## src/rv_isa_pkg.sv

```systemverilog
package rv_isa_pkg;

    //////////////////////////////////////////////////////////////////////
    // Instruction fields seen by the controller
    //////////////////////////////////////////////////////////////////////

    typedef logic [6:0] opcode_t;   // instr[6:0]
    typedef logic [2:0] funct3_t;   // instr[14:12]

    //////////////////////////////////////////////////////////////////////
    // RV32I major opcodes
    //////////////////////////////////////////////////////////////////////

    localparam opcode_t OPC_RTYPE  = 7'b0110011;   // Register-register ALU
    localparam opcode_t OPC_ITYPE  = 7'b0010011;   // Register-immediate ALU
    localparam opcode_t OPC_LOAD   = 7'b0000011;
    localparam opcode_t OPC_STORE  = 7'b0100011;
    localparam opcode_t OPC_BRANCH = 7'b1100011;
    localparam opcode_t OPC_JAL    = 7'b1101111;
    localparam opcode_t OPC_JALR   = 7'b1100111;
    localparam opcode_t OPC_LUI    = 7'b0110111;
    localparam opcode_t OPC_AUIPC  = 7'b0010111;

    //////////////////////////////////////////////////////////////////////
    // Load/store access size in funct3
    //////////////////////////////////////////////////////////////////////

    // Stores only use the signed codes
    localparam funct3_t F3_BYTE   = 3'b000;
    localparam funct3_t F3_HALF   = 3'b001;
    localparam funct3_t F3_WORD   = 3'b010;

    // Zero-extending loads
    localparam funct3_t F3_BYTE_U = 3'b100;
    localparam funct3_t F3_HALF_U = 3'b101;

endpackage

```

## src/ctrl_pkg.sv

```systemverilog
package ctrl_pkg;

    //////////////////////////////////////////////////////////////////////
    // Datapath select codes
    //////////////////////////////////////////////////////////////////////

    typedef logic [1:0] pc_sel_t;
    localparam pc_sel_t PC_NEXT   = 2'd0;   // PC + 4
    localparam pc_sel_t PC_BRANCH = 2'd1;   // PC + B-immediate
    localparam pc_sel_t PC_JAL    = 2'd2;   // PC + J-immediate
    localparam pc_sel_t PC_JALR   = 2'd3;   // rs1 + I-immediate

    typedef logic [1:0] wb_sel_t;
    localparam wb_sel_t WB_ALU  = 2'd0;     // ALU result
    localparam wb_sel_t WB_MEM  = 2'd1;     // Load data
    localparam wb_sel_t WB_LINK = 2'd2;     // Return address

    // One-hot: bit 0 byte, bit 1 half, bit 2 word
    typedef logic [2:0] mem_size_t;

    // Work an instruction hands to one of the execution units
    typedef enum logic [2:0] {
        CLASS_NONE,
        CLASS_REG,
        CLASS_IMM,
        CLASS_LOAD,
        CLASS_STORE,
        CLASS_BRANCH,
        CLASS_JAL,
        CLASS_JALR
    } exec_class_t;

    // Control word driven to the datapath
    typedef struct packed {
        logic      ir_en;       // Instruction register load
        logic      pc_en;       // PC load
        pc_sel_t   pc_sel;
        logic      alu_src;     // ALU operand b from immediate
        logic      reg_write;
        wb_sel_t   wb_sel;
        mem_size_t mem_size;
        logic      mem_read;
        logic      mem_write;
    } ctrl_t;

    localparam ctrl_t CTRL_IDLE = '0;

endpackage

```

## src/instr_sequencer.sv

```systemverilog
`timescale 1ns/1ps

module instr_sequencer
(
    input  logic                  clk,
    input  logic                  reset,
    input  logic                  run,
    output logic                  instr_done,
    input  rv_isa_pkg::opcode_t   opcode,
    output ctrl_pkg::exec_class_t exec_class,
    output logic                  rw_req,
    output logic                  mem_req,
    output logic                  flow_req,
    input  logic                  rw_ack,
    input  logic                  mem_ack,
    input  logic                  flow_ack,
    input  ctrl_pkg::ctrl_t       rw_ctrl,
    input  ctrl_pkg::ctrl_t       mem_ctrl,
    input  ctrl_pkg::ctrl_t       flow_ctrl,
    output ctrl_pkg::ctrl_t       ctrl
);

    import rv_isa_pkg::*;
    import ctrl_pkg::*;

    typedef enum logic [2:0] {IDLE, FETCH, ADVANCE, DECODE, EXECUTE, RELEASE, DONE} state_t;

    state_t      state;
    state_t      state_next;
    exec_class_t decoded_class;     // Class of the opcode at the input
    logic        unit_ack;          // Ack from the unit owning exec_class
    ctrl_t       own_ctrl;          // Fetch and PC advance strobes

    //////////////////////////////////////////////////////////////////////
    // Decode
    //////////////////////////////////////////////////////////////////////

    always_comb
    begin
        case (opcode)
            OPC_RTYPE:                     decoded_class = CLASS_REG;
            OPC_ITYPE, OPC_LUI, OPC_AUIPC: decoded_class = CLASS_IMM;
            OPC_LOAD:                      decoded_class = CLASS_LOAD;
            OPC_STORE:                     decoded_class = CLASS_STORE;
            OPC_BRANCH:                    decoded_class = CLASS_BRANCH;
            OPC_JAL:                       decoded_class = CLASS_JAL;
            OPC_JALR:                      decoded_class = CLASS_JALR;
            default:                       decoded_class = CLASS_NONE;  // Skips execution
        endcase
    end

    //////////////////////////////////////////////////////////////////////
    // Main FSM
    //////////////////////////////////////////////////////////////////////

    always_ff @(posedge clk or posedge reset)
    begin
        if (reset)
        begin
            state      <= IDLE;
            exec_class <= CLASS_NONE;
        end
        else
        begin
            state <= state_next;
            if (state == DECODE)
                exec_class <= decoded_class;    // Held until the next decode
        end
    end

    always_comb
    begin
        state_next = state;
        case (state)
            IDLE:
                if (run)
                    state_next = FETCH;
            FETCH:   state_next = ADVANCE;
            ADVANCE: state_next = DECODE;
            DECODE:  state_next = (decoded_class == CLASS_NONE) ? DONE : EXECUTE;
            EXECUTE:
                if (unit_ack)
                    state_next = RELEASE;
            RELEASE:
                if (!unit_ack)
                    state_next = DONE;
            DONE:
                if (!run)
                    state_next = IDLE;      // Back-pressure from the environment
            default: state_next = IDLE;
        endcase
    end

    always_comb
    begin
        case (exec_class)
            CLASS_REG, CLASS_IMM:                unit_ack = rw_ack;
            CLASS_LOAD, CLASS_STORE:             unit_ack = mem_ack;
            CLASS_BRANCH, CLASS_JAL, CLASS_JALR: unit_ack = flow_ack;
            default:                             unit_ack = 1'b0;
        endcase
    end

    // Req stays up until the unit acks
    assign rw_req   = (state == EXECUTE) && (exec_class inside {CLASS_REG, CLASS_IMM});
    assign mem_req  = (state == EXECUTE) && (exec_class inside {CLASS_LOAD, CLASS_STORE});
    assign flow_req = (state == EXECUTE) &&
                      (exec_class inside {CLASS_BRANCH, CLASS_JAL, CLASS_JALR});

    assign instr_done = (state == DONE);

    //////////////////////////////////////////////////////////////////////
    // Control word merge
    //////////////////////////////////////////////////////////////////////

    always_comb
    begin
        own_ctrl       = CTRL_IDLE;
        own_ctrl.ir_en = (state == FETCH);
        own_ctrl.pc_en = (state == ADVANCE);    // pc_sel left at PC_NEXT
    end

    always_comb
    begin
        if (rw_req)
            ctrl = rw_ctrl;
        else if (mem_req)
            ctrl = mem_ctrl;
        else if (flow_req)
            ctrl = flow_ctrl;
        else
            ctrl = own_ctrl;
    end

    // Unit strobes must never overlap a fetch or an advance
    a_fetch_advance_apart: assert property (@(posedge clk) disable iff (reset)
        !(ctrl.ir_en && ctrl.pc_en));

    a_single_req: assert property (@(posedge clk) disable iff (reset)
        $onehot0({rw_req, mem_req, flow_req}));

endmodule

```

## src/reg_writeback_unit.sv

```systemverilog
`timescale 1ns/1ps

module reg_writeback_unit
(
    input  logic                  clk,
    input  logic                  reset,
    input  logic                  req,
    output logic                  ack,
    input  ctrl_pkg::exec_class_t exec_class,
    output ctrl_pkg::ctrl_t       unit_ctrl
);

    import ctrl_pkg::*;

    typedef enum logic [1:0] {IDLE, SETUP, WRITE, ACK} state_t;

    state_t state;
    state_t state_next;

    always_ff @(posedge clk or posedge reset)
    begin
        if (reset)
            state <= IDLE;
        else
            state <= state_next;
    end

    always_comb
    begin
        state_next = state;
        case (state)
            IDLE:
                if (req)
                    state_next = SETUP;
            SETUP: state_next = WRITE;
            WRITE: state_next = ACK;
            ACK:
                if (!req)
                    state_next = IDLE;  // Four-phase release
            default: state_next = IDLE;
        endcase
    end

    assign ack = (state == ACK);

    // Operand and writeback selects hold from setup until ack drops
    always_comb
    begin
        unit_ctrl = CTRL_IDLE;
        if (state != IDLE)
        begin
            unit_ctrl.alu_src   = (exec_class == CLASS_IMM);   // Immediate operand b
            unit_ctrl.wb_sel    = WB_ALU;
            unit_ctrl.reg_write = (state == WRITE);
        end
    end

    a_ack_under_req: assert property (@(posedge clk) disable iff (reset)
        $rose(ack) |-> req);

endmodule

```

## src/mem_access_unit.sv

```systemverilog
`timescale 1ns/1ps

module mem_access_unit
(
    input  logic                  clk,
    input  logic                  reset,
    input  logic                  req,
    output logic                  ack,
    input  ctrl_pkg::exec_class_t exec_class,
    input  rv_isa_pkg::funct3_t   funct3,
    output ctrl_pkg::ctrl_t       unit_ctrl
);

    import rv_isa_pkg::*;
    import ctrl_pkg::*;

    typedef enum logic [2:0] {IDLE, SETUP, ACCESS, WRITE, ACK} state_t;

    localparam mem_size_t SIZE_NONE = 3'b000;
    localparam mem_size_t SIZE_BYTE = 3'b001;
    localparam mem_size_t SIZE_HALF = 3'b010;
    localparam mem_size_t SIZE_WORD = 3'b100;

    state_t    state;
    state_t    state_next;
    mem_size_t req_size;    // Decoded from funct3, SIZE_NONE if unsupported
    mem_size_t size_q;
    logic      is_load;

    always_comb
    begin
        req_size = SIZE_NONE;
        if (exec_class == CLASS_LOAD)
        begin
            case (funct3)
                F3_BYTE, F3_BYTE_U: req_size = SIZE_BYTE;
                F3_HALF, F3_HALF_U: req_size = SIZE_HALF;
                F3_WORD:            req_size = SIZE_WORD;
                default:            req_size = SIZE_NONE;
            endcase
        end
        else if (exec_class == CLASS_STORE)
        begin
            case (funct3)
                F3_BYTE: req_size = SIZE_BYTE;
                F3_HALF: req_size = SIZE_HALF;
                F3_WORD: req_size = SIZE_WORD;
                default: req_size = SIZE_NONE;
            endcase
        end
    end

    // Capture the access at the start of the handshake
    always_ff @(posedge clk)
    begin
        if (state == IDLE && req)
        begin
            size_q  <= req_size;
            is_load <= (exec_class == CLASS_LOAD);
        end
    end

    always_ff @(posedge clk or posedge reset)
    begin
        if (reset)
            state <= IDLE;
        else
            state <= state_next;
    end

    always_comb
    begin
        state_next = state;
        case (state)
            IDLE:
                if (req)
                    state_next = SETUP;
            SETUP:   state_next = (size_q == SIZE_NONE) ? ACK : ACCESS;  // No strobe if unsupported
            ACCESS:  state_next = is_load ? WRITE : ACK;
            WRITE:   state_next = ACK;
            ACK:
                if (!req)
                    state_next = IDLE;
            default: state_next = IDLE;
        endcase
    end

    assign ack = (state == ACK);

    always_comb
    begin
        unit_ctrl = CTRL_IDLE;
        if (state != IDLE)
        begin
            unit_ctrl.alu_src = 1'b1;                       // Address is rs1 + offset
            unit_ctrl.wb_sel  = is_load ? WB_MEM : WB_ALU;
        end
        if (state == ACCESS)
        begin
            unit_ctrl.mem_size  = size_q;
            unit_ctrl.mem_read  = is_load;
            unit_ctrl.mem_write = !is_load;
        end
        unit_ctrl.reg_write = (state == WRITE);             // Load data to rd
    end

    a_read_write_apart: assert property (@(posedge clk) disable iff (reset)
        !(unit_ctrl.mem_read && unit_ctrl.mem_write));

    a_size_onehot: assert property (@(posedge clk) disable iff (reset)
        (unit_ctrl.mem_read || unit_ctrl.mem_write) |-> $onehot(unit_ctrl.mem_size));

endmodule

```

## src/flow_change_unit.sv

```systemverilog
`timescale 1ns/1ps

module flow_change_unit
(
    input  logic                  clk,
    input  logic                  reset,
    input  logic                  req,
    output logic                  ack,
    input  ctrl_pkg::exec_class_t exec_class,
    input  logic                  comparator,
    output ctrl_pkg::ctrl_t       unit_ctrl
);

    import ctrl_pkg::*;

    typedef enum logic [1:0] {IDLE, SETUP, REDIRECT, ACK} state_t;

    state_t state;
    state_t state_next;
    logic   taken;      // Branch outcome sampled with req
    logic   is_jump;

    assign is_jump = (exec_class == CLASS_JAL) || (exec_class == CLASS_JALR);

    always_ff @(posedge clk)
    begin
        if (state == IDLE && req)
            taken <= comparator;
    end

    //////////////////////////////////////////////////////////////////////
    // Handshake FSM
    //////////////////////////////////////////////////////////////////////

    always_ff @(posedge clk or posedge reset)
    begin
        if (reset)
            state <= IDLE;
        else
            state <= state_next;
    end

    always_comb
    begin
        state_next = state;
        case (state)
            IDLE:
                if (req)
                    state_next = SETUP;
            SETUP:    state_next = REDIRECT;
            REDIRECT: state_next = ACK;     // Not-taken branch idles through here
            ACK:
                if (!req)
                    state_next = IDLE;
            default:  state_next = IDLE;
        endcase
    end

    assign ack = (state == ACK);

    always_comb
    begin
        unit_ctrl = CTRL_IDLE;
        // Link write path is set up early and held until ack drops
        if (state != IDLE && is_jump)
        begin
            unit_ctrl.wb_sel  = WB_LINK;
            unit_ctrl.alu_src = (exec_class == CLASS_JALR);    // rs1 + imm target
        end
        if (state == REDIRECT)
        begin
            case (exec_class)
                CLASS_BRANCH:
                begin
                    unit_ctrl.pc_en  = taken;
                    unit_ctrl.pc_sel = taken ? PC_BRANCH : PC_NEXT;
                end
                CLASS_JAL:
                begin
                    unit_ctrl.pc_en     = 1'b1;
                    unit_ctrl.pc_sel    = PC_JAL;
                    unit_ctrl.reg_write = 1'b1;
                end
                CLASS_JALR:
                begin
                    unit_ctrl.pc_en     = 1'b1;
                    unit_ctrl.pc_sel    = PC_JALR;
                    unit_ctrl.reg_write = 1'b1;
                end
                default:
                begin
                    unit_ctrl.pc_en = 1'b0;
                end
            endcase
        end
    end

    a_redirect_sel: assert property (@(posedge clk) disable iff (reset)
        unit_ctrl.pc_en |-> (unit_ctrl.pc_sel != PC_NEXT));

endmodule

```

## src/cpu_controller.sv

```systemverilog
`timescale 1ns/1ps

module cpu_controller
(
    input  logic                clk,
    input  logic                reset,
    input  logic                run,
    input  rv_isa_pkg::opcode_t opcode,
    input  rv_isa_pkg::funct3_t funct3,
    input  logic                comparator,
    output ctrl_pkg::ctrl_t     ctrl,
    output logic                instr_done
);

    import ctrl_pkg::*;

    exec_class_t exec_class;
    logic        rw_req;
    logic        rw_ack;
    logic        mem_req;
    logic        mem_ack;
    logic        flow_req;
    logic        flow_ack;
    ctrl_t       rw_ctrl;
    ctrl_t       mem_ctrl;
    ctrl_t       flow_ctrl;

    instr_sequencer u_sequencer (
        .clk        (clk),
        .reset      (reset),
        .run        (run),
        .instr_done (instr_done),
        .opcode     (opcode),
        .exec_class (exec_class),
        .rw_req     (rw_req),
        .mem_req    (mem_req),
        .flow_req   (flow_req),
        .rw_ack     (rw_ack),
        .mem_ack    (mem_ack),
        .flow_ack   (flow_ack),
        .rw_ctrl    (rw_ctrl),
        .mem_ctrl   (mem_ctrl),
        .flow_ctrl  (flow_ctrl),
        .ctrl       (ctrl)
    );

    // R, I, LUI and AUIPC
    reg_writeback_unit u_rw (
        .clk        (clk),
        .reset      (reset),
        .req        (rw_req),
        .ack        (rw_ack),
        .exec_class (exec_class),
        .unit_ctrl  (rw_ctrl)
    );

    mem_access_unit u_mem (
        .clk        (clk),
        .reset      (reset),
        .req        (mem_req),
        .ack        (mem_ack),
        .exec_class (exec_class),
        .funct3     (funct3),
        .unit_ctrl  (mem_ctrl)
    );

    flow_change_unit u_flow (
        .clk        (clk),
        .reset      (reset),
        .req        (flow_req),
        .ack        (flow_ack),
        .exec_class (exec_class),
        .comparator (comparator),
        .unit_ctrl  (flow_ctrl)
    );

endmodule

```

## config.mk

```make
export PLATFORM = sky130hd
export DESIGN_NAME = cpu_controller
export DESIGN_NICKNAME = d
export VERILOG_FILES = /design/src/rv_isa_pkg.sv /design/src/ctrl_pkg.sv /design/src/instr_sequencer.sv /design/src/reg_writeback_unit.sv /design/src/mem_access_unit.sv /design/src/flow_change_unit.sv /design/src/cpu_controller.sv
export SDC_FILE = /design/constraint.sdc
export NUM_CORES = 1
export LEC_CHECK = 0
export ABC_AREA = 1
export BUFFER_PORTS_ARGS = -buffer_cell sky130_fd_sc_hd__buf_4
export CELL_PAD_IN_SITES_DETAIL_PLACEMENT = 1
export CELL_PAD_IN_SITES_GLOBAL_PLACEMENT = 1
export CORE_UTILIZATION = 36
export CTS_BUF_LIST = sky130_fd_sc_hd__clkbuf_8
export DETAILED_ROUTE_END_ITERATION = 16
export PLACE_DENSITY = 0.85
export SYNTH_ARGS = -nofsm -noshare
export SYNTH_HDL_FRONTEND = slang
export SYNTH_SLANG_ARGS = --single-unit
```

## constraint.sdc

```tcl
create_clock -name clk -period 1.7 [get_ports clk]
set_input_delay 0.17 -clock clk [delete_from_list [all_inputs] [get_ports clk]]
set_output_delay 0.17 -clock clk [all_outputs]
set_load 0.005 [all_outputs]
```

==> insert_results.sql <==
INSERT INTO impl_metrics (metric_group, metric, value, unit) VALUES
('yosys', 'syn_nets', '207', ''),
('floorplanning', 'fp.dieArea', '3845', 'sq um'),
('floorplanning', 'die-height', '62.01', 'um'),
('yosys', 'ys_async_sr_fraction', '72.22', '%'),
('detailed_routing', 'avgViaCountPerCell', '4.924', ''),
('setup_path', 'reg_to_reg_critical_path_endpoint', 'u_mem.is_load', ''),
('sta', 'unrepaired_setup_endpoints_after_global_routing', 'yes', ''),
('pwr', 'total_leakage_power', '0.9393', 'nW'),
('final_layout', 'final.fill_count', '433', ''),
('global_routing', 'grt_pass1_wl', '5.699', 'mm'),
('detailed_routing', 'drt_iter0_markers', '55', ''),
('setup_path', 'r2r-start', 'u_sequencer.exec_class[1]', ''),
('min_path', 'timing.hold.worst.start', 'comparator', ''),
('final_layout', 'number_of_diodes', '0', ''),
('yosys', 'netlist-cell-type-count', '24', ''),
('sta', 'tightestPinTransition', '0.5899', 'ns'),
('sta', 'finalWorstSetupSlack', '-0.008512', 'ns'),
('setup_path', 'register_to_register_setup_slack', '0.10', 'ns'),
('floorplanning', 'initial_cell_density_of_the_core', '38.24', '%'),
('sta', 'max_clock_freq', '585.3', 'MHz'),
('final_layout', 'layout_cell_share_with_drive_strength_beyond_1', '31.17', '%'),
('detailed_routing', 'drt-pass1-iter-count', '5', ''),
('yosys', 'syn_avg_cell_area', '6.932', 'sq um'),
('detailed_routing', 'drc_errors', '0', ''),
('pwr', 'p_total', '2.374', 'mW'),
('setup_path', 'cp_max_fo', '5', ''),
('final_layout', 'area_growth', '37.74', '%'),
('clock_tree', 'insertion_delay', '0.26', 'ns'),
('yosys', 'yosys_register_bits', '18', ''),
('clock_tree', 'cts_tree', 'yes', ''),
('pwr', 'powerDensity', '1330', 'nW/um^2'),
('clock_tree', 'numCtsBuffers', '3', ''),
('global_routing', 'grt_max_degree', '14', ''),
('run', 'drv.max_cap_violation_count', '0', ''),
('clock_tree', 'cts_root_buffer', 'clkbuf_8', ''),
('yosys', 'synth-edff-count', '5', ''),
('placed_design', 'detailedPlacementHpwl', '2.817', 'mm'),
('floorplanning', 'die-width', '62.01', 'um'),
('sta', 'timing_hold_violations_final', '0', ''),
('setup_path', 'setup.worst_path.start_class', 'flop', ''),
('global_routing', 'globalRouteTotalUtil', '20.29', '%'),
('floorplanning', 'io_pins', '28', ''),
('outcome', 'status', 'finished with violations', ''),
('setup_path', 'critPathRequiredTime', '1.53', 'ns'),
('clock_tree', 'clkSinkCount', '18', ''),
('sta', 'timing.slew.headroom', '60.63', '%'),
('sta', 'layout_worst_path_cycle_share', '100.5', '%'),
('setup_path', 'timing.critical_path.to_type', 'output port', ''),
('global_routing', 'first_global_vias', '1291', ''),
('floorplanning', 'core_region', '3390', 'sq um'),
('final_layout', 'final-instance-count-excl-fill', '277', ''),
('clock_tree', 'h-tree-depth', '1', ''),
('setup_path', 'r2r.worst_path.cells', '7', ''),
('detailed_routing', 'wirelength', '3.663', 'mm'),
('clock_tree', 'maximum_clock_insertion_buffer_count', '2', ''),
('global_routing', 'number_of_antenna_violations_at_the_first_check_in_global_routing', '0', ''),
('yosys', 'yosys_warnings', '0', ''),
('final_layout', 'most_frequent_standard_cell_in_the_layout_excluding_fill_and_tap_cells', 'buf_4', ''),
('setup_path', 'worst_setup_path_startpoint', 'u_sequencer.state[0]', ''),
('sta', 'setup-violations-final', '2', ''),
('setup_path', 'criticalPathCategory', 'flop to output port', ''),
('outcome', 'violations_in_the_final_reports', 'negative setup slack', ''),
('placed_design', 'gpl.final_weighted_congestion', '0.8153', ''),
('yosys', 'yosysSeqAreaShare', '36.68', '%'),
('final_layout', 'nets', '252', ''),
('placed_design', 'place_inst', '265', ''),
('final_layout', 'most-common-layout-cells', '39 x buf_4, 37 x nand2_1, 32 x inv_1', ''),
('detailed_routing', 'antenna_left', '0', ''),
('sta', 'timing.clock.skew', '0.005914', 'ns'),
('yosys', 'synthCells', '187', ''),
('detailed_routing', 'wl_per_cell', '13.22', 'um'),
('min_path', 'worstHoldPathType', 'input port to flop', ''),
('sta', 'timing.final.max_slew_violations', '0', ''),
('global_routing', 'gr-total-overflow', '0', ''),
('clock_tree', 'cts.clk_slew.worst_paths', '0.07', 'ns'),
('yosys', 'synth_area', '1296', 'sq um'),
('setup_path', 'cp_data_arrival_time', '1.54', 'ns'),
('pwr', 'peakVddDrop', '0.7623', 'mV'),
('sta', 'post-route-min-period', '1.709', 'ns'),
('yosys', 'yosys_most_used_dff', 'dfrtp_1', ''),
('placed_design', 'place.port_buffers', '27', ''),
('detailed_routing', 'dr_total_vias', '1364', ''),
('floorplanning', 'floorplan.rows', '21', ''),
('setup_path', 'timing.critical_path.to', 'ctrl[8]', '');
registers in the layout (all words and copies together) (netlist names):
signal                  cells
u_flow.state                2
u_flow.taken                1
u_mem.is_load               1
u_mem.size_q                3
u_mem.state                 3
u_rw.state                  2
u_sequencer.exec_class      3
u_sequencer.state           3
per-layer routing:
layer	vias to the layer above	part of all wire (%)	global-route usage (%)
li1	686	-	-
met1	653	46	25.19
met2	23	51	37.08
met3	2	2.4	3.727
met4	0	0.46	2.857
met5	-	0	0
kinds of logic after synthesis:
kind of cell,share of synthesized area (%)
and+or+nand+nor,34.27
buffers and inverters,11.00
AOI/OAI and AO/OA,12.26
DFF,36.68
adders and majority gates,5.791
synthesized netlist by cell type, types with 3 or more instances:
library cell	n	area share, %
edfxtp_1	5	12
inv_1	35	10
ha_1	6	5.8
nand2_1	42	12
nor2_1	26	7.5
nor3_1	9	3.5
nand4_1	4	1.9
nand3_1	12	4.6
dfrtp_1	13	25
inv_2	3	0.87
o21ai_0	16	6.2
critical path, cell delays in order (launching register included):
cell,delay (ns)
dfrtp_1,0.40
inv_2,0.09
nand2_4,0.07
nor2_8,0.15
nand2_4,0.08
nor3_4,0.18
nand2_1,0.08
o311ai_2,0.07
buf_4,0.16
cell type report:
class,instances,area [sq um],area share (%)
clock buffer,3,41.29,2.313
clock inverter,1,3.754,0.2102
inverter,38,145.1,8.129
multi-input combinational,131,757.0,42.40
sequential,18,478.0,26.77
tap,46,57.56,3.224
timing repair buffer,40,302.8,16.96
worst min path at each step:
stage	end	slack [ns]	cells past startpoint
global placement	u_sequencer.state[0]	0.26	2
global route	u_flow.taken	0.08	1
CTS	u_flow.taken	0.09	1
detailed placement	u_mem.state[2]	0.27	2
finish	u_flow.taken	0.09	1
floorplan	u_flow.state[0]	0.05	1
repair_timing:
action / CTS / global route
pin swaps: 4 / 0
endpoints found under the setup margin: 8 / 15
gates resized for setup: 21 / 5
hold buffers: 1 / 0
buffers inserted: 5 / 2
hold endpoints to repair: 6 / 0
metrics by stage:
stage	area, sq um	TNS, ns	worst slack [ns]	utilization, %	hold WS [ns]
after floorplan	1296	0	0.1420	-	0.04696
after global placement	1594	0	0.1155	47.03	0.2618
after detailed placement	1594	0	0.05357	47.03	0.2725
after CTS	1755	-0.01845	-0.01845	51.79	0.08912
after global routing	1785	-0.8519	-0.1217	52.68	0.08248
final	1785	-0.01688	-0.008512	52.68	0.08967
report_power, final:
part / internal (mW) / switching (mW) / total, mW
Sequential: 0.599 / 0.132 / 0.731
Clock: 0.161 / 0.150 / 0.310
Combinational: 0.512 / 0.821 / 1.33
(Power assumes the default switching activity.)
